$ cat src/include/l2_decoder_macros.svh
`ifndef L2_DECODER_MACROS_SVH
`define L2_DECODER_MACROS_SVH

// cpu byte address width
`define ADDR_BITS 32

// offset inside one cache line
`define OFFSET_BITS 4
// word select within the line
`define W_OFF_BITS 2
// byte select within the word
`define B_OFF_BITS 2

// line address drops the offset bits
`define LINE_ADDR_BITS (`ADDR_BITS - `OFFSET_BITS)

// l2 set index
`define L2_SET_BITS 4
`define L2_SETS 16

// l2 ways per set
`define L2_WAY_BITS 2
`define L2_WAYS 4

// tag sits above set and offset
`define L2_TAG_BITS (`LINE_ADDR_BITS - `L2_SET_BITS)

// miss status holding registers
`define N_MSHR 8
// free count needs one extra bit to reach N_MSHR
`define REQS_BITS_P1 4

`endif

$ cat src/design/l2_decoder_pkg.sv
`include "l2_decoder_macros.svh"

package l2_decoder_pkg;

    // action taken by the decoder in one cycle
    typedef enum logic [2:0] {
        act_idle,
        act_fence,
        act_ongoing_fence,
        act_rsp,
        act_fwd,
        act_flush,
        act_cpu_req
    } decode_action_t;

    // flush walker state
    typedef enum logic {
        flush_idle,
        flush_walk
    } flush_state_t;

    // input valids, one per class
    typedef struct packed {
        logic fence;
        logic flush;
        logic rsp;
        logic fwd;
        logic cpu_req;
    } in_valid_t;

    // matching readies
    typedef struct packed {
        logic fence;
        logic flush;
        logic rsp;
        logic fwd;
        logic cpu_req;
    } in_ready_t;

    // stall and conflict flags from the surrounding pipeline
    typedef struct packed {
        logic evict_stall;
        logic set_conflict;
        logic fwd_stall;
        logic fwd_stall_ended;
        logic ongoing_fence;
        logic drain_in_progress;
    } pipe_status_t;

    // arbiter to walker, at most one bit set
    typedef struct packed {
        logic start;
        logic step;
        logic wrap;
        logic finish;
    } flush_cmd_t;

    // walker to arbiter and register
    typedef struct packed {
        logic                  active;
        logic                  at_way_end;
        logic                  at_set_end;
        // one extra bit so the walk can reach L2_SETS
        logic [`L2_SET_BITS:0] set;
    } flush_status_t;

    typedef struct packed {
        logic [`L2_TAG_BITS-1:0] tag;
        logic [`L2_SET_BITS-1:0] set;
    } line_breakdown_t;

    typedef struct packed {
        logic [`ADDR_BITS-1:0]      line;
        logic [`LINE_ADDR_BITS-1:0] line_addr;
        logic [`ADDR_BITS-1:0]      word;
        logic [`L2_TAG_BITS-1:0]    tag;
        logic [`L2_SET_BITS-1:0]    set;
        logic [`W_OFF_BITS-1:0]     w_off;
        logic [`B_OFF_BITS-1:0]     b_off;
    } addr_breakdown_t;

endpackage

$ cat src/design/l2_input_arbiter.sv
`timescale 1ns/10ps
`include "l2_decoder_macros.svh"

module l2_input_arbiter (
    input  logic                           decode_en,
    input  l2_decoder_pkg::in_valid_t      valid,
    input  l2_decoder_pkg::pipe_status_t   status,
    input  logic [`REQS_BITS_P1-1:0]       mshr_cnt,
    input  logic [`LINE_ADDR_BITS-1:0]     rsp_in_addr,
    input  logic [`LINE_ADDR_BITS-1:0]     fwd_in_tmp_addr,
    input  l2_decoder_pkg::flush_status_t  flush_stat,
    output l2_decoder_pkg::in_ready_t      ready,
    output logic                           set_cpu_req_from_conflict,
    output logic                           set_fwd_in_from_stalled,
    output l2_decoder_pkg::flush_cmd_t     flush_cmd,
    output logic                           flush_done,
    output l2_decoder_pkg::decode_action_t next_action
);

    localparam logic [`REQS_BITS_P1-1:0] mshr_all_free = `N_MSHR;

    logic all_free;
    logic fwd_take;
    logic rsp_ok;
    logic fence_ok;
    logic cpu_ok;

    // nothing outstanding in the mshr
    assign all_free = (mshr_cnt == mshr_all_free);

    // a forward would win this cycle, new or released from stall
    assign fwd_take = (valid.fwd && !status.fwd_stall) || status.fwd_stall_ended;

    // new fence blocked by a running fence or drain
    assign fence_ok = valid.fence && !status.ongoing_fence && !status.drain_in_progress;

    // response needs an outstanding miss
    // and must not overtake a forward to the same line
    assign rsp_ok = valid.rsp && !all_free &&
                    !(valid.fwd && (!status.fwd_stall || status.fwd_stall_ended) &&
                      rsp_in_addr == fwd_in_tmp_addr);

    // cpu side, new or the set-conflicted one
    assign cpu_ok = (valid.cpu_req || status.set_conflict) && mshr_cnt != '0 &&
                    !status.evict_stall && !status.ongoing_fence &&
                    !status.drain_in_progress;

    always_comb begin
        ready = '0;
        flush_cmd = '0;
        set_cpu_req_from_conflict = 1'b0;
        set_fwd_in_from_stalled = 1'b0;
        flush_done = 1'b0;
        next_action = l2_decoder_pkg::act_idle;

        if (decode_en) begin
            if (fence_ok) begin
                ready.fence = 1'b1;
                next_action = l2_decoder_pkg::act_fence;
            end else if (valid.flush && all_free) begin
                // only kicks off the walker, no action of its own
                ready.flush = 1'b1;
                flush_cmd.start = 1'b1;
            end else if (rsp_ok) begin
                ready.rsp = 1'b1;
                next_action = l2_decoder_pkg::act_rsp;
            end else if (fwd_take) begin
                next_action = l2_decoder_pkg::act_fwd;
                if (!status.fwd_stall) begin
                    ready.fwd = 1'b1;
                end else begin
                    // replay the parked forward
                    set_fwd_in_from_stalled = 1'b1;
                end
            end else if (status.ongoing_fence && !status.drain_in_progress) begin
                // self-invalidation once the drain is over
                next_action = l2_decoder_pkg::act_ongoing_fence;
            end else if (flush_stat.active) begin
                if (flush_stat.at_set_end) begin
                    // walked past the last set
                    flush_cmd.finish = 1'b1;
                    flush_done = 1'b1;
                end else if (flush_stat.at_way_end) begin
                    flush_cmd.wrap = 1'b1;
                end else if (!valid.fwd && mshr_cnt != '0) begin
                    // one way per step, needs an mshr slot
                    flush_cmd.step = 1'b1;
                    next_action = l2_decoder_pkg::act_flush;
                end
            end else if (cpu_ok) begin
                next_action = l2_decoder_pkg::act_cpu_req;
                if (!status.set_conflict) begin
                    ready.cpu_req = 1'b1;
                end else begin
                    set_cpu_req_from_conflict = 1'b1;
                end
            end
        end
    end

endmodule

$ cat src/design/l2_flush_walker.sv
`timescale 1ns/10ps
`include "l2_decoder_macros.svh"

module l2_flush_walker (
    input  logic                          clk,
    input  logic                          rst,
    input  logic                          decode_en,
    input  l2_decoder_pkg::flush_cmd_t    flush_cmd,
    output l2_decoder_pkg::flush_status_t flush_stat,
    output logic [`L2_WAY_BITS:0]         flush_way
);

    localparam logic [`L2_WAY_BITS:0] way_end = `L2_WAYS;
    localparam logic [`L2_SET_BITS:0] set_end = `L2_SETS;

    l2_decoder_pkg::flush_state_t state;
    logic [`L2_SET_BITS:0]        set_cnt;
    logic [`L2_WAY_BITS:0]        way_cnt;

    // counters only move on an enabled decode cycle
    always_ff @(posedge clk or negedge rst) begin
        if (!rst) begin
            state <= l2_decoder_pkg::flush_idle;
            set_cnt <= '0;
            way_cnt <= '0;
        end else if (decode_en) begin
            if (flush_cmd.start) begin
                // restart from set 0 way 0
                state <= l2_decoder_pkg::flush_walk;
                set_cnt <= '0;
                way_cnt <= '0;
            end else if (flush_cmd.finish) begin
                state <= l2_decoder_pkg::flush_idle;
                set_cnt <= '0;
                way_cnt <= '0;
            end else if (flush_cmd.wrap) begin
                // all ways of this set done
                way_cnt <= '0;
                set_cnt <= set_cnt + 1'b1;
            end else if (flush_cmd.step) begin
                way_cnt <= way_cnt + 1'b1;
            end
        end
    end

    // status back to arbiter and register
    assign flush_stat.active = (state == l2_decoder_pkg::flush_walk);
    assign flush_stat.at_way_end = (way_cnt == way_end);
    assign flush_stat.at_set_end = (set_cnt == set_end);
    assign flush_stat.set = set_cnt;
    assign flush_way = way_cnt;

    // step stops at the way end and a wrap follows
    way_in_range: assert property (
        @(posedge clk) disable iff (!rst)
        way_cnt <= way_end
    );

    // only a start can wake an idle walker
    idle_only_start: assert property (
        @(posedge clk) disable iff (!rst)
        (state == l2_decoder_pkg::flush_idle && decode_en) |->
            !(flush_cmd.step || flush_cmd.wrap || flush_cmd.finish)
    );

endmodule

$ cat src/design/l2_decode_register.sv
`timescale 1ns/10ps
`include "l2_decoder_macros.svh"

module l2_decode_register (
    input  logic                           clk,
    input  logic                           rst,
    input  logic                           decode_en,
    input  l2_decoder_pkg::decode_action_t next_action,
    input  logic [`LINE_ADDR_BITS-1:0]     rsp_in_addr,
    input  logic [`LINE_ADDR_BITS-1:0]     fwd_in_addr,
    input  logic [`ADDR_BITS-1:0]          cpu_req_addr,
    input  l2_decoder_pkg::flush_status_t  flush_stat,
    output l2_decoder_pkg::decode_action_t action,
    output l2_decoder_pkg::line_breakdown_t line_br,
    output l2_decoder_pkg::addr_breakdown_t addr_br
);

    l2_decoder_pkg::line_breakdown_t line_br_next;
    l2_decoder_pkg::addr_breakdown_t addr_br_next;

    // line breakdown for rsp and fwd only
    always_comb begin
        case (next_action)
            l2_decoder_pkg::act_rsp: begin
                line_br_next.tag = rsp_in_addr[`LINE_ADDR_BITS-1:`L2_SET_BITS];
                line_br_next.set = rsp_in_addr[`L2_SET_BITS-1:0];
            end
            l2_decoder_pkg::act_fwd: begin
                line_br_next.tag = fwd_in_addr[`LINE_ADDR_BITS-1:`L2_SET_BITS];
                line_br_next.set = fwd_in_addr[`L2_SET_BITS-1:0];
            end
            default: begin
                line_br_next = '0;
            end
        endcase
    end

    // cpu address slicing
    always_comb begin
        // line aligned, offset zeroed
        addr_br_next.line = {cpu_req_addr[`ADDR_BITS-1:`OFFSET_BITS], {`OFFSET_BITS{1'b0}}};
        addr_br_next.line_addr = cpu_req_addr[`ADDR_BITS-1:`OFFSET_BITS];
        // word aligned, byte bits zeroed
        addr_br_next.word = {cpu_req_addr[`ADDR_BITS-1:`B_OFF_BITS], {`B_OFF_BITS{1'b0}}};
        addr_br_next.tag = cpu_req_addr[`ADDR_BITS-1:`OFFSET_BITS+`L2_SET_BITS];
        addr_br_next.w_off = cpu_req_addr[`OFFSET_BITS-1:`B_OFF_BITS];
        addr_br_next.b_off = cpu_req_addr[`B_OFF_BITS-1:0];

        // a flush step targets the walker's set, not the cpu one
        // offsets stay from the cpu address since flushes are whole lines
        if (next_action == l2_decoder_pkg::act_flush) begin
            addr_br_next.set = flush_stat.set[`L2_SET_BITS-1:0];
        end else begin
            addr_br_next.set = cpu_req_addr[`OFFSET_BITS+`L2_SET_BITS-1:`OFFSET_BITS];
        end
    end

    // one cycle decode latency, held while decode_en is low
    always_ff @(posedge clk or negedge rst) begin
        if (!rst) begin
            action <= l2_decoder_pkg::act_idle;
            line_br <= '0;
            addr_br <= '0;
        end else if (decode_en) begin
            action <= next_action;
            line_br <= line_br_next;
            addr_br <= addr_br_next;
        end
    end

    // flush set substitution only valid while a walk is below the last set
    flush_set_valid: assert property (
        @(posedge clk) disable iff (!rst)
        (decode_en && next_action == l2_decoder_pkg::act_flush) |->
            (flush_stat.active && !flush_stat.at_set_end)
    );

endmodule

$ cat src/design/l2_input_decoder.sv
`timescale 1ns/10ps
`include "l2_decoder_macros.svh"

module l2_input_decoder (
    input  logic                            clk,
    input  logic                            rst,
    input  logic                            decode_en,
    input  l2_decoder_pkg::in_valid_t       valid,
    input  l2_decoder_pkg::pipe_status_t    status,
    input  logic [`REQS_BITS_P1-1:0]        mshr_cnt,
    input  logic [`LINE_ADDR_BITS-1:0]      rsp_in_addr,
    input  logic [`LINE_ADDR_BITS-1:0]      fwd_in_addr,
    input  logic [`LINE_ADDR_BITS-1:0]      fwd_in_tmp_addr,
    input  logic [`ADDR_BITS-1:0]           cpu_req_addr,
    output l2_decoder_pkg::in_ready_t       ready,
    output logic                            set_cpu_req_from_conflict,
    output logic                            set_fwd_in_from_stalled,
    output logic                            flush_done,
    output l2_decoder_pkg::decode_action_t  action,
    output l2_decoder_pkg::line_breakdown_t line_br,
    output l2_decoder_pkg::addr_breakdown_t addr_br
);

    localparam logic [`L2_WAY_BITS:0] way_end = `L2_WAYS;

    l2_decoder_pkg::flush_cmd_t     flush_cmd;
    l2_decoder_pkg::flush_status_t  flush_stat;
    l2_decoder_pkg::decode_action_t next_action;
    logic [`L2_WAY_BITS:0]          flush_way;

    // priority choice, readies and walker commands
    l2_input_arbiter u_arbiter (
        .decode_en                 (decode_en),
        .valid                     (valid),
        .status                    (status),
        .mshr_cnt                  (mshr_cnt),
        .rsp_in_addr               (rsp_in_addr),
        .fwd_in_tmp_addr           (fwd_in_tmp_addr),
        .flush_stat                (flush_stat),
        .ready                     (ready),
        .set_cpu_req_from_conflict (set_cpu_req_from_conflict),
        .set_fwd_in_from_stalled   (set_fwd_in_from_stalled),
        .flush_cmd                 (flush_cmd),
        .flush_done                (flush_done),
        .next_action               (next_action)
    );

    // set and way walk of a flush
    l2_flush_walker u_walker (
        .clk        (clk),
        .rst        (rst),
        .decode_en  (decode_en),
        .flush_cmd  (flush_cmd),
        .flush_stat (flush_stat),
        .flush_way  (flush_way)
    );

    // registered action and breakdowns
    l2_decode_register u_register (
        .clk          (clk),
        .rst          (rst),
        .decode_en    (decode_en),
        .next_action  (next_action),
        .rsp_in_addr  (rsp_in_addr),
        .fwd_in_addr  (fwd_in_addr),
        .cpu_req_addr (cpu_req_addr),
        .flush_stat   (flush_stat),
        .action       (action),
        .line_br      (line_br),
        .addr_br      (addr_br)
    );

    // a flush step always lands on a real way
    flush_step_way: assert property (
        @(posedge clk) disable iff (!rst)
        (decode_en && next_action == l2_decoder_pkg::act_flush) |-> (flush_way < way_end)
    );

    // walker goes idle right after done
    done_then_idle: assert property (
        @(posedge clk) disable iff (!rst)
        flush_done |=> !flush_stat.active
    );

endmodule

$ cat config.mk
export PLATFORM = sky130hd
export DESIGN_NAME = l2_input_decoder
export DESIGN_NICKNAME = d
export VERILOG_FILES = /design/src/design/l2_decoder_pkg.sv /design/src/design/l2_input_arbiter.sv /design/src/design/l2_flush_walker.sv /design/src/design/l2_decode_register.sv /design/src/design/l2_input_decoder.sv
export VERILOG_INCLUDE_DIRS = /design/src /design/src/include
export SDC_FILE = /design/constraint.sdc
export NUM_CORES = 1
export LEC_CHECK = 0
export BUFFER_PORTS_ARGS = -buffer_cell sky130_fd_sc_hd__clkbuf_2
export CAP_MARGIN = 10
export CORE_UTILIZATION = 35
export DETAILED_ROUTE_END_ITERATION = 12
export GPL_TIMING_DRIVEN = 0
export PLACE_DENSITY = 0.7
export SLEW_MARGIN = 15
export SYNTH_ARGS = -nofsm -noshare
export SYNTH_HDL_FRONTEND = slang
export SYNTH_SLANG_ARGS = --single-unit
$ cat constraint.sdc
create_clock -name clk -period 3.1 [get_ports clk]
set_input_delay 0.31 -clock clk [delete_from_list [all_inputs] [get_ports clk]]
set_output_delay 0.31 -clock clk [all_outputs]
set_load 0.02 [all_outputs]
### Word level (Yosys, flattened, before mapping)

Cells that the tools add are included.

| storage, ports and cells | value |
|---|---|
| bits in registers | 130 |
| word-level logic and storage cells | 122 |

| cells by class | value |
|---|---|
| eq/ne operators | 7 |
| muxes and demuxes | 70 |
| reduce and logical (&&, ||, !) cells | 31 |
| add/sub/neg operators | 2 |

Operator list:

| cell | count |
|---|---|
| 2-to-1 mux 3 bit | 21 |
| one-hot mux 28 bit (2 select lines) | 1 |
| 2-to-1 mux 1 bit | 38 |
| == test 28 bit | 1 |
| 2-to-1 mux 5 bit | 4 |
| 2-to-1 mux 4 bit | 4 |
| logical AND 1 bit | 14 |
| == test 3 bit, second input constant | 3 |
| nonzero test 4 bit | 2 |
| logical NOT 1 bit | 7 |
| AND reduction 2 bit | 3 |
| adder 5 x 1 -> 5 bit, second input constant | 1 |
| == test 5 bit, second input constant | 1 |
| == test 4 bit, second input constant | 1 |
| 2-to-1 mux 2 bit | 2 |
| adder 3 x 1 -> 3 bit, second input constant | 1 |
| == test 3 x 2 -> 1 bit, second input constant | 1 |
| logical OR 1 bit | 3 |
| nonzero test 3 bit | 1 |
| nonzero test 2 bit | 1 |

### Logic depth before layout (Yosys ltp)

Gate-level depths: netlist of the first run.

| logic depth | value |
|---|---|
| depth after elaboration | 16 |
| mapped depth | 8 |
| depth with buffers taken out | 8 |

### By module

From an unflattened synthesis of the first run, not the netlist that was laid out.

| unflattened totals | value |
|---|---|
| cells, all modules | 450 |
| area, all modules | 4665.7 µm² |

By module, submodules not included:

| module | cells each | area an instance (µm²) | times used |
|---|---|---|---|
| l2_decode_register | 306 | 3485.8 | 1 |
| l2_flush_walker | 61 | 601.8 | 1 |
| l2_input_arbiter | 83 | 578.1 | 1 |

### Least setup slack after synthesis of the first run

OpenSTA, ideal clock, no wires.

| timing | value |
|---|---|
| kind | input to output |
| start | input fwd_in_tmp_addr[14] |
| end | output set_cpu_req_from_conflict |
| cell stages on the path | 6 |
| slack | 500 ps |
| arrival time | 2290 ps |
| path through | xnor2_1 -> nand4_1 -> or4_4 -> o211ai_2 -> nand2_1 -> nor4_1 |

| between the ends | value |
|---|---|
| cells in the longest elaborated chain, start to end | 8 |

Ends and longest elaborated chain:

| element | line | RTL |
|---|---|---|
| start: declaration | l2_input_decoder.sv:13 | `` input logic [`LINE_ADDR_BITS-1:0] fwd_in_tmp_addr, `` |
| == test 28 bit | l2_input_arbiter.sv:41 | `rsp_in_addr == fwd_in_tmp_addr);` |
| logical AND 1 bit | l2_input_arbiter.sv:40 | `!(valid.fwd && (!status.fwd_stall \|\| status.fwd_stall_ended) &&` |
| logical NOT 1 bit | l2_input_arbiter.sv:40 |  |
| logical AND 1 bit | l2_input_arbiter.sv:39 | `assign rsp_ok = valid.rsp && !all_free &&` |
| 2-to-1 mux 1 bit | l2_input_arbiter.sv:64 | `end else if (rsp_ok) begin` |
| 2-to-1 mux 1 bit | l2_input_arbiter.sv:60 | `end else if (valid.flush && all_free) begin` |
| 2-to-1 mux 1 bit | l2_input_arbiter.sv:57 | `if (fence_ok) begin` |
| 2-to-1 mux 1 bit | l2_input_arbiter.sv:56 | `if (decode_en) begin` |
| end: declaration | l2_input_decoder.sv:16 | `output logic set_cpu_req_from_conflict,` |

Every way passes these cells.

==> results of run 1 <==
==> per-layer routing <==
layer  global-route usage  wire length (um)
met5                    0                 0
met4                0.104               436
met3               0.0471              1100
met2                0.377              6990
met1                0.243              5270
==> cell usage after synthesis, types with 3 or more instances <==
library cell  count  area, um^2
a211oi_1          4        30.0
a21oi_1           7        35.0
a221o_1          28         280
a31oi_1           4        25.0
buf_2             3        15.0
buf_4            88         661
clkbuf_1         10        37.5
dfrtp_1          76        1900
ha_1              4        50.1
inv_1             9        33.8
mux2_2           32         360
nand2_1          11        41.3
nand3_1           5        25.0
nand4_1          10        62.6
nor2_1           11        41.3
nor2b_1          29         181
nor3_1            4        20.0
nor4_1            5        31.3
o21ai_0          12        60.1
o31ai_1           4        30.0
or3_1             5        31.3
or4_1             4        30.0
xnor2_1          13         114
xor2_1           15         131
==> per-stage QoR <==
step / hold WS, ps / worst slack, ps / util / area, um^2
4_1_cts: 202 / 211 / 0.536 / 6520
2_1_floorplan: 14.4 / 500 / - / 4440
3_5_place_dp: 338 / 224 / 0.505 / 6140
6_report: 208 / 242 / 0.537 / 6530
3_3_place_gp: 491 / 224 / 0.502 / 6110
5_1_grt: 202 / 60.5 / 0.537 / 6530
==> power by group <==
| part | leakage (nW) | switching, mW | internal [mW] | total (mW) |
|---|---|---|---|---|
| combinational | 2.31 | 0.555 | 0.459 | 1.01 |
| sequential | 0.941 | 0.0914 | 1.09 | 1.18 |
| clock | 0.182 | 0.410 | 0.875 | 1.29 |
| total | 3.44 | 1.06 | 2.43 | 3.48 |
==> sequential cells by signal, summed over array words and instances, names as in the netlist <==
name	flops
u_walker.state	1
u_register.action	3
u_walker.flush_way	3
u_register.addr_br	36
u_register.line_br	28
u_walker.set_cnt	5
==> cell families (layout without fill, tap and decap cells) <==
family,after synthesis,count (layout)
muxes,32,32
AOI/OAI and AO/OA,68,68
other,1,6
buffers and inverters,113,421
adders and majority gates,4,4
xor gates and xnor gates,28,28
and+or+nand+nor,92,92
DFF,76,76
==> cells in the final DEF (no fill, tap or decap), types with 2 or more instances in the layout <==
cell type    n
a211oi_1     4
a21oi_1      7
a221o_1     28
a31oi_1      4
and3_1       2
buf_2        3
buf_4       88
buf_6        2
bufinv_16    3
clkbuf_1    10
clkbuf_16    9
clkbuf_2   289
clkbuf_8     4
conb_1       6
dfrtp_1     76
ha_1         4
inv_1        9
mux2_2      32
nand2_1     11
nand3_1      5
nand4_1     10
nor2_1      11
nor2b_1     29
nor3_1       4
nor4_1       5
o21ai_0     12
o31ai_1      4
or3_1        5
or4_1        4
xnor2_1     13
xor2_1      15
==> cell type report <==
cell class,instances,area share
buffer,104,0.113
clock buffer,13,0.0430
clock inverter,3,0.0138
inverter,9,0.00518
multi-input combinational,230,0.272
sequential,76,0.291
tap,168,0.0322
timing repair buffer,292,0.229
==> what timing repair did <==
action / CTS / global route
gates resized for setup: 0 / 1
setup endpoints to repair: 0 / 1
endpoints found under the hold margin: 32 / 0
setup buffers: 0 / 0
hold buffers: 1 / 0
==> worst min path at each step <==
stage	cells past startpoint	to	slack, ps
after floorplan	0	u_register.action[0]$_DFFE_PN0P_	10
after global placement	1	u_register.addr_br[1]$_DFFE_PN0P_	490
after detailed placement	1	u_register.addr_br[0]$_DFFE_PN0P_	340
after CTS	2	u_register.line_br[16]$_DFFE_PN0P_	200
after global routing	2	u_register.addr_br[63]$_DFFE_PN0P_	200
final	2	u_register.line_br[16]$_DFFE_PN0P_	210
==> insert_results.sql, run 1 <==
INSERT INTO impl_metrics (metric_group, metric, value, unit) VALUES
('placed_design', 'io_buffer_count', '290', ''),
('final_layout', 'layout.filler_cells', '1148', ''),
('synthesis', 'post_synth_fa_ha_maj_area_fraction', '0.0113', ''),
('floorplan', 'die_y', '114', 'um'),
('clock_tree', 'clkLatencyLatePin', '330', 'ps'),
('clock_tree', 'clk_root_buffer_cell', 'clkbuf_16', ''),
('worst_setup_path', 'worst-r2r-cell-count', '8', ''),
('timing', 'slew-limit-headroom', '0.556', ''),
('clock_tree', 'cts_tree', 'yes', ''),
('final_layout', 'syn2layout_area_growth', '47.4', '%'),
('synthesis', 'synthSimpleGateAreaFrac', '0.121', ''),
('worst_setup_path', 'crit_buf_inv', '2', ''),
('global_routing', 'grt_pass1_wl', '21300', 'um'),
('final_layout', 'layout.cells.non_filler', '895', ''),
('power_and_ir_drop', 'power_leakage', '3.44', 'nW'),
('floorplan', 'fp.dieArea', '13100', 'um^2'),
('worst_setup_path', 'critical_path.reg2reg.startpoint', 'u_walker.set_cnt[0]$_DFFE_PN0P_', ''),
('drt', 'number_of_routed_nets_with_antenna_violations', '0', ''),
('synthesis', 'ys_seq_area_frac', '0.430', ''),
('timing', 'grt_setup_unrepaired', 'no', ''),
('timing', 'slew_violations', '0', ''),
('clock_tree', 'clock_tree.htree_level_count', '3', ''),
('hold_path', 'hp-start', 'fwd_in_addr[16]', ''),
('synthesis', 'yosys.area_share.xor_xnor', '0.0554', ''),
('worst_setup_path', 'rr_endpoint', 'u_walker.flush_way[2]$_DFFE_PN0P_', ''),
('timing', 'timing.setup.tns', '0', 'ps'),
('timing', 'hold_viol', '0', ''),
('global_routing', 'vias_in_the_first_global_route', '4161', ''),
('worst_setup_path', 'crit_path_cell_trace', 'clkbuf_2, xor2_1, nor4_1, nand4_1, o211ai_4, nand2_1, nor4_1, clkbuf_2', ''),
('placed_design', 'gp_routability_congestion', '0.908', ''),
('worst_setup_path', 'class_of_the_most_critical_setup_path', 'input pin to primary output', ''),
('synthesis', 'post_synth_inst_count', '414', ''),
('clock_tree', 'cts_num_sinks', '76', ''),
('drt', 'via_per_inst', '4.76', ''),
('worst_setup_path', 'crit_path_start', 'fwd_in_tmp_addr[18]', ''),
('synthesis', 'synth-warning-count', '0', ''),
('worst_setup_path', 'timing.critical_path.slowest_stage_cell', 'nor4_1', ''),
('hold_path', 'hold_path.class', 'input pin to register', ''),
('timing', 'tightest_slew', '659', 'ps'),
('drt', 'iteration_0_drc_count_of_the_detailed_router', '267', ''),
('worst_setup_path', 'worst_setup_path_start_kind', 'input pin', ''),
('clock_tree', 'cts-buffers-inserted', '9', ''),
('timing', 'timing.final.setup_violations', '0', ''),
('placed_design', 'dp_cells', '878', ''),
('drt', 'wl_per_cell', '15.4', 'um'),
('synthesis', 'syn_area', '4430', 'um^2'),
('global_routing', 'grt_start_max_net_pins', '45', ''),
('floorplan', 'num_io_pins', '297', ''),
('power_and_ir_drop', 'cellPowerDensity', '534', 'nW/um^2'),
('worst_setup_path', 'cp.required', '2790', 'ps'),
('clock_tree', 'max-clock-path-buffers', '2', ''),
('synthesis', 'synthFlopType', 'dfrtp_1', ''),
('outcome', 'run_status', 'complete, no violations', ''),
('worst_setup_path', 'crit_path_end_kind', 'primary output', ''),
('timing', 'final_critical_path_share_of_the_clock_period', '0.922', ''),
('clock_tree', 'worst_path_clk_slew', '60', 'ps'),
('timing', 'skew', '3.58', 'ps'),
('worst_setup_path', 'worstSetupEndpoint', 'ready[0]', ''),
('synthesis', 'synthesis.area_per_instance', '10.7', 'um^2'),
('worst_setup_path', 'worst_path_dominant_cell_family', 'simple AND/OR/NAND/NOR gates', ''),
('drt', 'vias', '4264', ''),
('global_routing', 'antenna_found_initial', '0', ''),
('final_layout', 'regArea', '1900', 'um^2'),
('final_layout', 'final_nets', '860', ''),
('synthesis', 'largest_family_of_logic_cells_by_synthesized_area', 'buffers and inverters', ''),
('timing', 'max_clk_rate', '350', 'MHz'),
('synthesis', 'synth_compound_area_frac', '0.126', ''),
('global_routing', 'grt_overflow_total', '0', ''),
('final_layout', 'post_route_cells_drive_above_1_share', '0.602', ''),
('placed_design', 'detailedPlacementHpwl', '11200', 'um'),
('drt', 'route.detailed.drc', '0', '');
Power figures use the tool's default switching activity.
==> run 2: changes to the inputs <==
--- a/config.mk
+++ b/config.mk
@@ -11,7 +11,7 @@
 export CORE_UTILIZATION = 35
 export DETAILED_ROUTE_END_ITERATION = 12
 export GPL_TIMING_DRIVEN = 0
-export PLACE_DENSITY = 0.7
+export PLACE_DENSITY = 0.73
 export SLEW_MARGIN = 15
 export SYNTH_ARGS = -nofsm -noshare
 export SYNTH_HDL_FRONTEND = slang
==> constraint.sdc (replaced) <==
create_clock -name clk -period 2.5 [get_ports clk]
set_input_delay 0.25 -clock clk [delete_from_list [all_inputs] [get_ports clk]]
set_output_delay 0.25 -clock clk [all_outputs]
set_load 0.02 [all_outputs]
==> run 2 against run 1 <==
  * Final area increased by 0.25%
  * Sequential share of layout area fell by 0.072 points
  * Setup slack worse by 130 ps
  * Sequential cell count unchanged
  * Routed wire length up 3.6%
  * Via count down 0.30%
  * Hold slack lost 62 ps
==> insert_results.sql, run 2 (synthesis results as in run 1) <==
INSERT INTO impl_metrics (metric_group, metric, value, unit) VALUES
('floorplan', 'die_w', '114', 'um'),
('placed_design', 'cell_area_placed', '6140', 'um^2'),
('timing', 'final_critical_path_share_of_the_clock_period', '0.955', ''),
('hold_path', 'hold_path.class', 'input pin to register', ''),
('final_layout', 'registers.top_by_ff_count', 'u_register.addr_br', ''),
('global_routing', 'antenna_found_initial', '0', ''),
('final_layout', 'insertedDiodeCount', '0', ''),
('final_layout', 'layout.filler_cells', '1123', ''),
('timing', 'hold_viol', '0', ''),
('worst_setup_path', 'timing.critical_path.slowest_stage_cell', 'nor4_1', ''),
('worst_setup_path', 'worst_setup_path_start_kind', 'input pin', ''),
('power_and_ir_drop', 'fin_total_pwr', '4.17', 'mW'),
('floorplan', 'num_io_pins', '297', ''),
('floorplan', 'initial_utilization', '0.364', ''),
('drt', 'iteration_0_drc_count_of_the_detailed_router', '227', ''),
('clock_tree', 'clk_root_buffer_cell', 'clkbuf_16', ''),
('timing', 'timing.setup.tns', '0', 'ps'),
('global_routing', 'global_route.usage.total', '0.218', ''),
('placed_design', 'io_buffer_count', '290', ''),
('power_and_ir_drop', 'vdd_ir_drop_max', '0.292', 'mV'),
('final_layout', 'final_area', '6540', 'um^2'),
('clock_tree', 'worst_path_clk_slew', '60', 'ps'),
('floorplan', 'fp.dieArea', '13100', 'um^2'),
('final_layout', 'largest_reg_flops', '36', ''),
('worst_setup_path', 'cell_seen_most_often_among_critical_path_stages', 'buf_4', ''),
('clock_tree', 'clock_tree.htree_level_count', '3', ''),
('placed_design', 'gp_routability_congestion', '0.898', ''),
('final_layout', 'post_route_cells_drive_above_1_share', '0.610', ''),
('drt', 'vias', '4251', ''),
('drt', 'drt_pre_antenna_iters', '4', ''),
('timing', 'slew_violations', '0', ''),
('placed_design', 'detailedPlacementHpwl', '11700', 'um'),
('floorplan', 'rows', '40', ''),
('worst_setup_path', 'cp.required', '2770', 'ps'),
('clock_tree', 'max-clock-path-buffers', '2', ''),
('clock_tree', 'clkLatencyLatePin', '330', 'ps'),
('worst_setup_path', 'class_of_the_most_critical_setup_path', 'input pin to register', ''),
('timing', 'fin_crit', '2390', 'ps'),
('final_layout', 'final_common_cell', 'clkbuf_2', ''),
('timing', 'timing.final.setup_violations', '0', ''),
('final_layout', 'regArea', '1900', 'um^2'),
('global_routing', 'vias_in_the_first_global_route', '4088', ''),
('final_layout', 'mostFrequentLayoutCells', 'clkbuf_2 (289), buf_4 (92), dfrtp_1 (76)', ''),
('final_layout', 'final_nets', '864', ''),
('worst_setup_path', 'top_fanout_value_on_the_critical_path', '10', ''),
('timing', 'final.hold.worst_slack', '146', 'ps'),
('worst_setup_path', 'data_arrival_time_of_the_critical_path', '2660', 'ps'),
('clock_tree', 'cts-buffers-inserted', '9', ''),
('drt', 'route.detailed.drc', '0', ''),
('timing', 'tightest_slew', '624', 'ps'),
('final_layout', 'multi_input_comb_area', '1810', 'um^2'),
('power_and_ir_drop', 'cellPowerDensity', '638', 'nW/um^2'),
('outcome', 'run_status', 'complete, no violations', ''),
('final_layout', 'syn2layout_area_growth', '47.8', '%'),
('clock_tree', 'cts_num_sinks', '76', ''),
('drt', 'wl_per_cell', '15.9', 'um'),
('floorplan', 'die_y', '114', 'um'),
('worst_setup_path', 'crit_path_cell_trace', 'clkbuf_2, xor2_1, nor4_1, nand4_1, buf_4, buf_4, o211a_4, nor3_4, buf_2, a221o_1', ''),
('global_routing', 'grt_overflow_total', '0', ''),
('run', 'cap_viol_max_count', '0', ''),
('worst_setup_path', 'crit_path_end_kind', 'register', ''),
('floorplan', 'core_area', '12200', 'um^2'),
('drt', 'via_per_inst', '4.73', ''),
('timing', 'max_clk_rate', '419', 'MHz'),
('timing', 'skew', '5.27', 'ps'),
('worst_setup_path', 'worst_path_dominant_cell_family', 'simple AND/OR/NAND/NOR gates', ''),
('drt', 'number_of_routed_nets_with_antenna_violations', '0', ''),
('global_routing', 'grt_start_max_net_pins', '45', ''),
('worst_setup_path', 'crit_path_max_incr_delay', '470', 'ps'),
('clock_tree', 'cts_tree', 'yes', ''),
('final_layout', 'reg.largest.list', 'u_register.addr_br (36), u_register.line_br (28), u_walker.set_cnt (5)', ''),
('drt', 'drt_wl_total', '14300', 'um'),
('timing', 'grt_setup_unrepaired', 'no', ''),
('final_layout', 'post-route-util', '0.538', ''),
('power_and_ir_drop', 'power_leakage', '3.45', 'nW'),
('global_routing', 'grt_pass1_wl', '21600', 'um'),
('timing', 'slew-limit-headroom', '0.581', ''),
('worst_setup_path', 'crit_buf_inv', '4', '');
-- run 2: cell types whose count changed in the layout (fill, tap and decap cells not counted), sizes merged --
cell      previous run  this run
clkinv               0         1
buf                 95       100
bufinv               3         2
clkbuf             313       310
clkinvlp             0         1
-- run 2: cell type report --
class                           instances  area share
Tap cell                              168      0.0321
Clock inverter                          4      0.0111
Sequential cell                        76       0.291
Timing Repair Buffer                  296       0.233
Buffer                                104       0.113
Inverter                                9     0.00516
Multi-Input combinational cell        230       0.276
Clock buffer                           11      0.0386
-- run 2: path summary, 6_finish.rpt --
| kind | end | slack (ps) | depth (start not counted) | start |
|---|---|---|---|---|
| setup / recovery | u_register.line_br[16]$_DFFE_PN0P_ | 110 | 10 | fwd_in_tmp_addr[18] |
| hold / removal | u_register.line_br[18]$_DFFE_PN0P_ | 150 | 2 | fwd_in_addr[18] |
| setup reg to reg | u_walker.flush_way[2]$_DFFE_PN0P_ | 180 | 8 | u_walker.set_cnt[0]$_DFFE_PN0P_ |
| hold reg to reg | u_register.addr_br[1]$_DFFE_PN0P_ | 520 | 1 | u_register.addr_br[1]$_DFFE_PN0P_ |
| max in group asynchronous | u_register.line_br[7]$_DFFE_PN0P_ | 1440 | 3 | rst |
| min in group asynchronous | u_register.addr_br[73]$_DFFE_PN0P_ | 460 | 2 | rst |
-- run 2: timing repair --
item,CTS,global route
endpoints found under the setup margin,8,8
pin swaps,2,4
hold buffers,1,0
gates resized for setup,4,6
buffers inserted,4,0
hold endpoints to repair,32,0
-- run 2: power by group --
part	switching, mW	leakage [nW]	internal [mW]	total, mW
Combinational	0.710	2.35	0.576	1.29
Sequential	0.116	0.941	1.35	1.47
Clock	0.497	0.158	0.921	1.42
Total	1.32	3.45	2.85	4.17
-- run 2: metrics by stage --
step	setup slack [ps]	cells
after floorplan	19.8	419
after global placement	-347	877
after detailed placement	-342	878
after CTS	20.5	898
after global routing	0.626	898
final	113	898
-- run 2: layer usage --
metal | vias up | share of wire | global-route usage
met4 | 0 | 0.022 | 0.0805
li1 | 2017 | - | -
met3 | 24 | 0.061 | 0.0360
met1 | 2019 | 0.40 | 0.257
met5 | - | 0 | 0
met2 | 191 | 0.52 | 0.396
==> run 3: changes to the inputs <==
--- a/config.mk
+++ b/config.mk
@@ -8,10 +8,12 @@
 export LEC_CHECK = 0
 export BUFFER_PORTS_ARGS = -buffer_cell sky130_fd_sc_hd__clkbuf_2
 export CAP_MARGIN = 10
-export CORE_UTILIZATION = 35
+export CORE_AREA = 2 2 115 117
 export DETAILED_ROUTE_END_ITERATION = 12
+export DIE_AREA = 0 0 117 119
 export GPL_TIMING_DRIVEN = 0
 export PLACE_DENSITY = 0.73
+export SKIP_CTS_REPAIR_TIMING = 1
 export SLEW_MARGIN = 15
 export SYNTH_ARGS = -nofsm -noshare
 export SYNTH_HDL_FRONTEND = slang
==> run 3 against run 2 <==
  * Clock power decreased by 7%
  * Sequential cell count unchanged
  * Combinational power about the same
  * Core utilization is 3.3 points lower
  * Clock skew about the same
  * Sequential power hardly changed
  * Sequential share of layout area is 0.16 points higher
  * Critical endpoint is now set_cpu_req_from_conflict
  * Largest cell class unchanged
==> insert_results.sql, run 3 (synthesis results as in run 1) <==
INSERT INTO impl_metrics (metric_group, metric, value, unit) VALUES
('floorplan', 'core_area', '12900', 'um^2'),
('placed_design', 'detailedPlacementHpwl', '11400', 'um'),
('final_layout', 'regArea', '1900', 'um^2'),
('final_layout', 'final_area', '6510', 'um^2'),
('final_layout', 'insertedDiodeCount', '0', ''),
('floorplan', 'die_y', '119', 'um'),
('timing', 'grt_setup_unrepaired', 'yes', ''),
('drt', 'number_of_routed_nets_with_antenna_violations', '0', ''),
('clock_tree', 'cts-buffers-inserted', '9', ''),
('timing', 'fin_crit', '2410', 'ps'),
('final_layout', 'layout.cells.non_filler', '904', ''),
('drt', 'via_per_inst', '4.59', ''),
('hold_path', 'hold_path.class', 'input pin to register', ''),
('final_layout', 'layout.filler_cells', '1219', ''),
('worst_setup_path', 'crit_path_max_incr_delay', '590', 'ps'),
('clock_tree', 'clkLatencyLatePin', '330', 'ps'),
('clock_tree', 'worst_path_clk_slew', '60', 'ps'),
('global_routing', 'grt_pass1_wl', '20600', 'um'),
('power_and_ir_drop', 'cellPowerDensity', '623', 'nW/um^2'),
('drt', 'route.detailed.drc', '0', ''),
('timing', 'hold_viol', '0', ''),
('final_layout', 'syn2layout_area_growth', '47.0', '%'),
('final_layout', 'multi_input_comb_area', '1810', 'um^2'),
('placed_design', 'cell_area_placed', '6150', 'um^2'),
('drt', 'wl_per_cell', '15.4', 'um'),
('final_layout', 'final_nets', '861', ''),
('global_routing', 'vias_in_the_first_global_route', '3874', ''),
('power_and_ir_drop', 'power_leakage', '3.41', 'nW'),
('timing', 'tightest_slew', '656', 'ps'),
('drt', 'vias', '4148', ''),
('placed_design', 'gp_routability_congestion', '0.805', ''),
('clock_tree', 'clock_tree.htree_level_count', '3', ''),
('global_routing', 'antenna_found_initial', '0', ''),
('power_and_ir_drop', 'fin_total_pwr', '4.06', 'mW'),
('worst_setup_path', 'cp.required', '2250', 'ps'),
('final_layout', 'largest_reg_flops', '36', ''),
('final_layout', 'mostFrequentLayoutCells', 'clkbuf_2 (289), buf_4 (89), dfrtp_1 (76)', ''),
('timing', 'timing.setup.tns', '0', 'ps'),
('timing', 'timing.final.setup_violations', '0', ''),
('final_layout', 'post_route_cells_drive_above_1_share', '0.610', ''),
('worst_setup_path', 'class_of_the_most_critical_setup_path', 'input pin to primary output', ''),
('placed_design', 'io_buffer_count', '290', ''),
('worst_setup_path', 'top_fanout_value_on_the_critical_path', '6', ''),
('worst_setup_path', 'timing.critical_path.slowest_stage_cell', 'or4_4', ''),
('drt', 'drt_pre_antenna_iters', '4', ''),
('timing', 'final_critical_path_share_of_the_clock_period', '0.964', ''),
('power_and_ir_drop', 'vdd_ir_drop_max', '0.260', 'mV'),
('worst_setup_path', 'crit_path_cell_trace', 'clkbuf_2, xnor2_1, o211ai_1, or4_4, o211ai_4, nand2_2, nor4_1, buf_2', ''),
('clock_tree', 'max-clock-path-buffers', '2', ''),
('clock_tree', 'cts_num_sinks', '76', ''),
('timing', 'slew_violations', '0', ''),
('clock_tree', 'cts_tree', 'yes', ''),
('placed_design', 'dp_cells', '886', ''),
('global_routing', 'grt_start_max_net_pins', '49', ''),
('timing', 'skew', '5.54', 'ps'),
('final_layout', 'final_common_cell', 'clkbuf_2', ''),
('run', 'cap_viol_max_count', '0', ''),
('worst_setup_path', 'worst_setup_path_start_kind', 'input pin', ''),
('timing', 'max_clk_rate', '415', 'MHz'),
('floorplan', 'num_io_pins', '297', ''),
('worst_setup_path', 'crit_path_end_kind', 'primary output', ''),
('global_routing', 'global_route.usage.total', '0.197', ''),
('floorplan', 'rows', '42', ''),
('drt', 'iteration_0_drc_count_of_the_detailed_router', '133', ''),
('global_routing', 'grt_overflow_total', '0', ''),
('worst_setup_path', 'data_arrival_time_of_the_critical_path', '2160', 'ps'),
('outcome', 'run_status', 'complete, no violations', ''),
('drt', 'drt_wl_total', '13900', 'um'),
('timing', 'slew-limit-headroom', '0.560', ''),
('floorplan', 'die_w', '117', 'um'),
('floorplan', 'initial_utilization', '0.344', ''),
('final_layout', 'reg.largest.list', 'u_register.addr_br (36), u_register.line_br (28), u_walker.set_cnt (5)', ''),
('floorplan', 'fp.dieArea', '13900', 'um^2'),
('final_layout', 'registers.top_by_ff_count', 'u_register.addr_br', ''),
('clock_tree', 'clk_root_buffer_cell', 'clkbuf_16', '');
-- run 3: report_power, final --
group / switching, mW / internal, mW / leakage, nW
clock: 0.524 / 0.798 / 0.144
combinational: 0.690 / 0.573 / 2.32
sequential: 0.117 / 1.35 / 0.941
-- run 3: metrics by stage --
stage          hold slack [ps]  setup slack [ps]  utilization
6_report                   144              88.8        0.505
5_1_grt                    132             -30.3        0.505
4_1_cts                   -120              -192        0.501
3_5_place_dp               245              -203        0.477
3_3_place_gp               481              -194        0.475
2_1_floorplan            -45.6              19.8            -
-- run 3: layer usage --
| metal | global-route usage | share of wire |
|---|---|---|
| met5 | 0 | 0 |
| met3 | 0.0422 | 0.078 |
| met2 | 0.370 | 0.54 |
| met4 | 0.0551 | 0.010 |
| met1 | 0.219 | 0.37 |
-- run 3: layout make-up --
cell class              instances  share of cell area
plain buffers                 104               0.114
clock buffers                  10              0.0367
clock inverters                 6             0.00981
inverters                       9             0.00519
multi-input cells             230               0.278
flip-flops and latches         76               0.292
well taps                     176              0.0338
repair buffers                293               0.230
-- run 3: path summary, 6_finish.rpt --
path / from / cells past startpoint / slack [ps] / to
setup / recovery: fwd_in_tmp_addr[8] / 8 / 90 / set_cpu_req_from_conflict
hold / removal: fwd_in_addr[26] / 2 / 140 / u_register.line_br[26]$_DFFE_PN0P_
setup reg to reg: u_walker.set_cnt[0]$_DFFE_PN0P_ / 8 / 170 / u_walker.flush_way[2]$_DFFE_PN0P_
hold reg to reg: u_register.addr_br[0]$_DFFE_PN0P_ / 1 / 510 / u_register.addr_br[0]$_DFFE_PN0P_
max in group asynchronous: rst / 3 / 1470 / u_register.action[0]$_DFFE_PN0P_
min in group asynchronous: rst / 2 / 430 / u_register.line_br[7]$_DFFE_PN0P_
-- run 3: critical path: cells and delay by family --
kind	cells	cell delay, ps
and+or+nand+nor	3	1000
AOI/OAI and AO/OA	2	420
buffers and inverters	2	290
xor gates and xnor gates	1	190
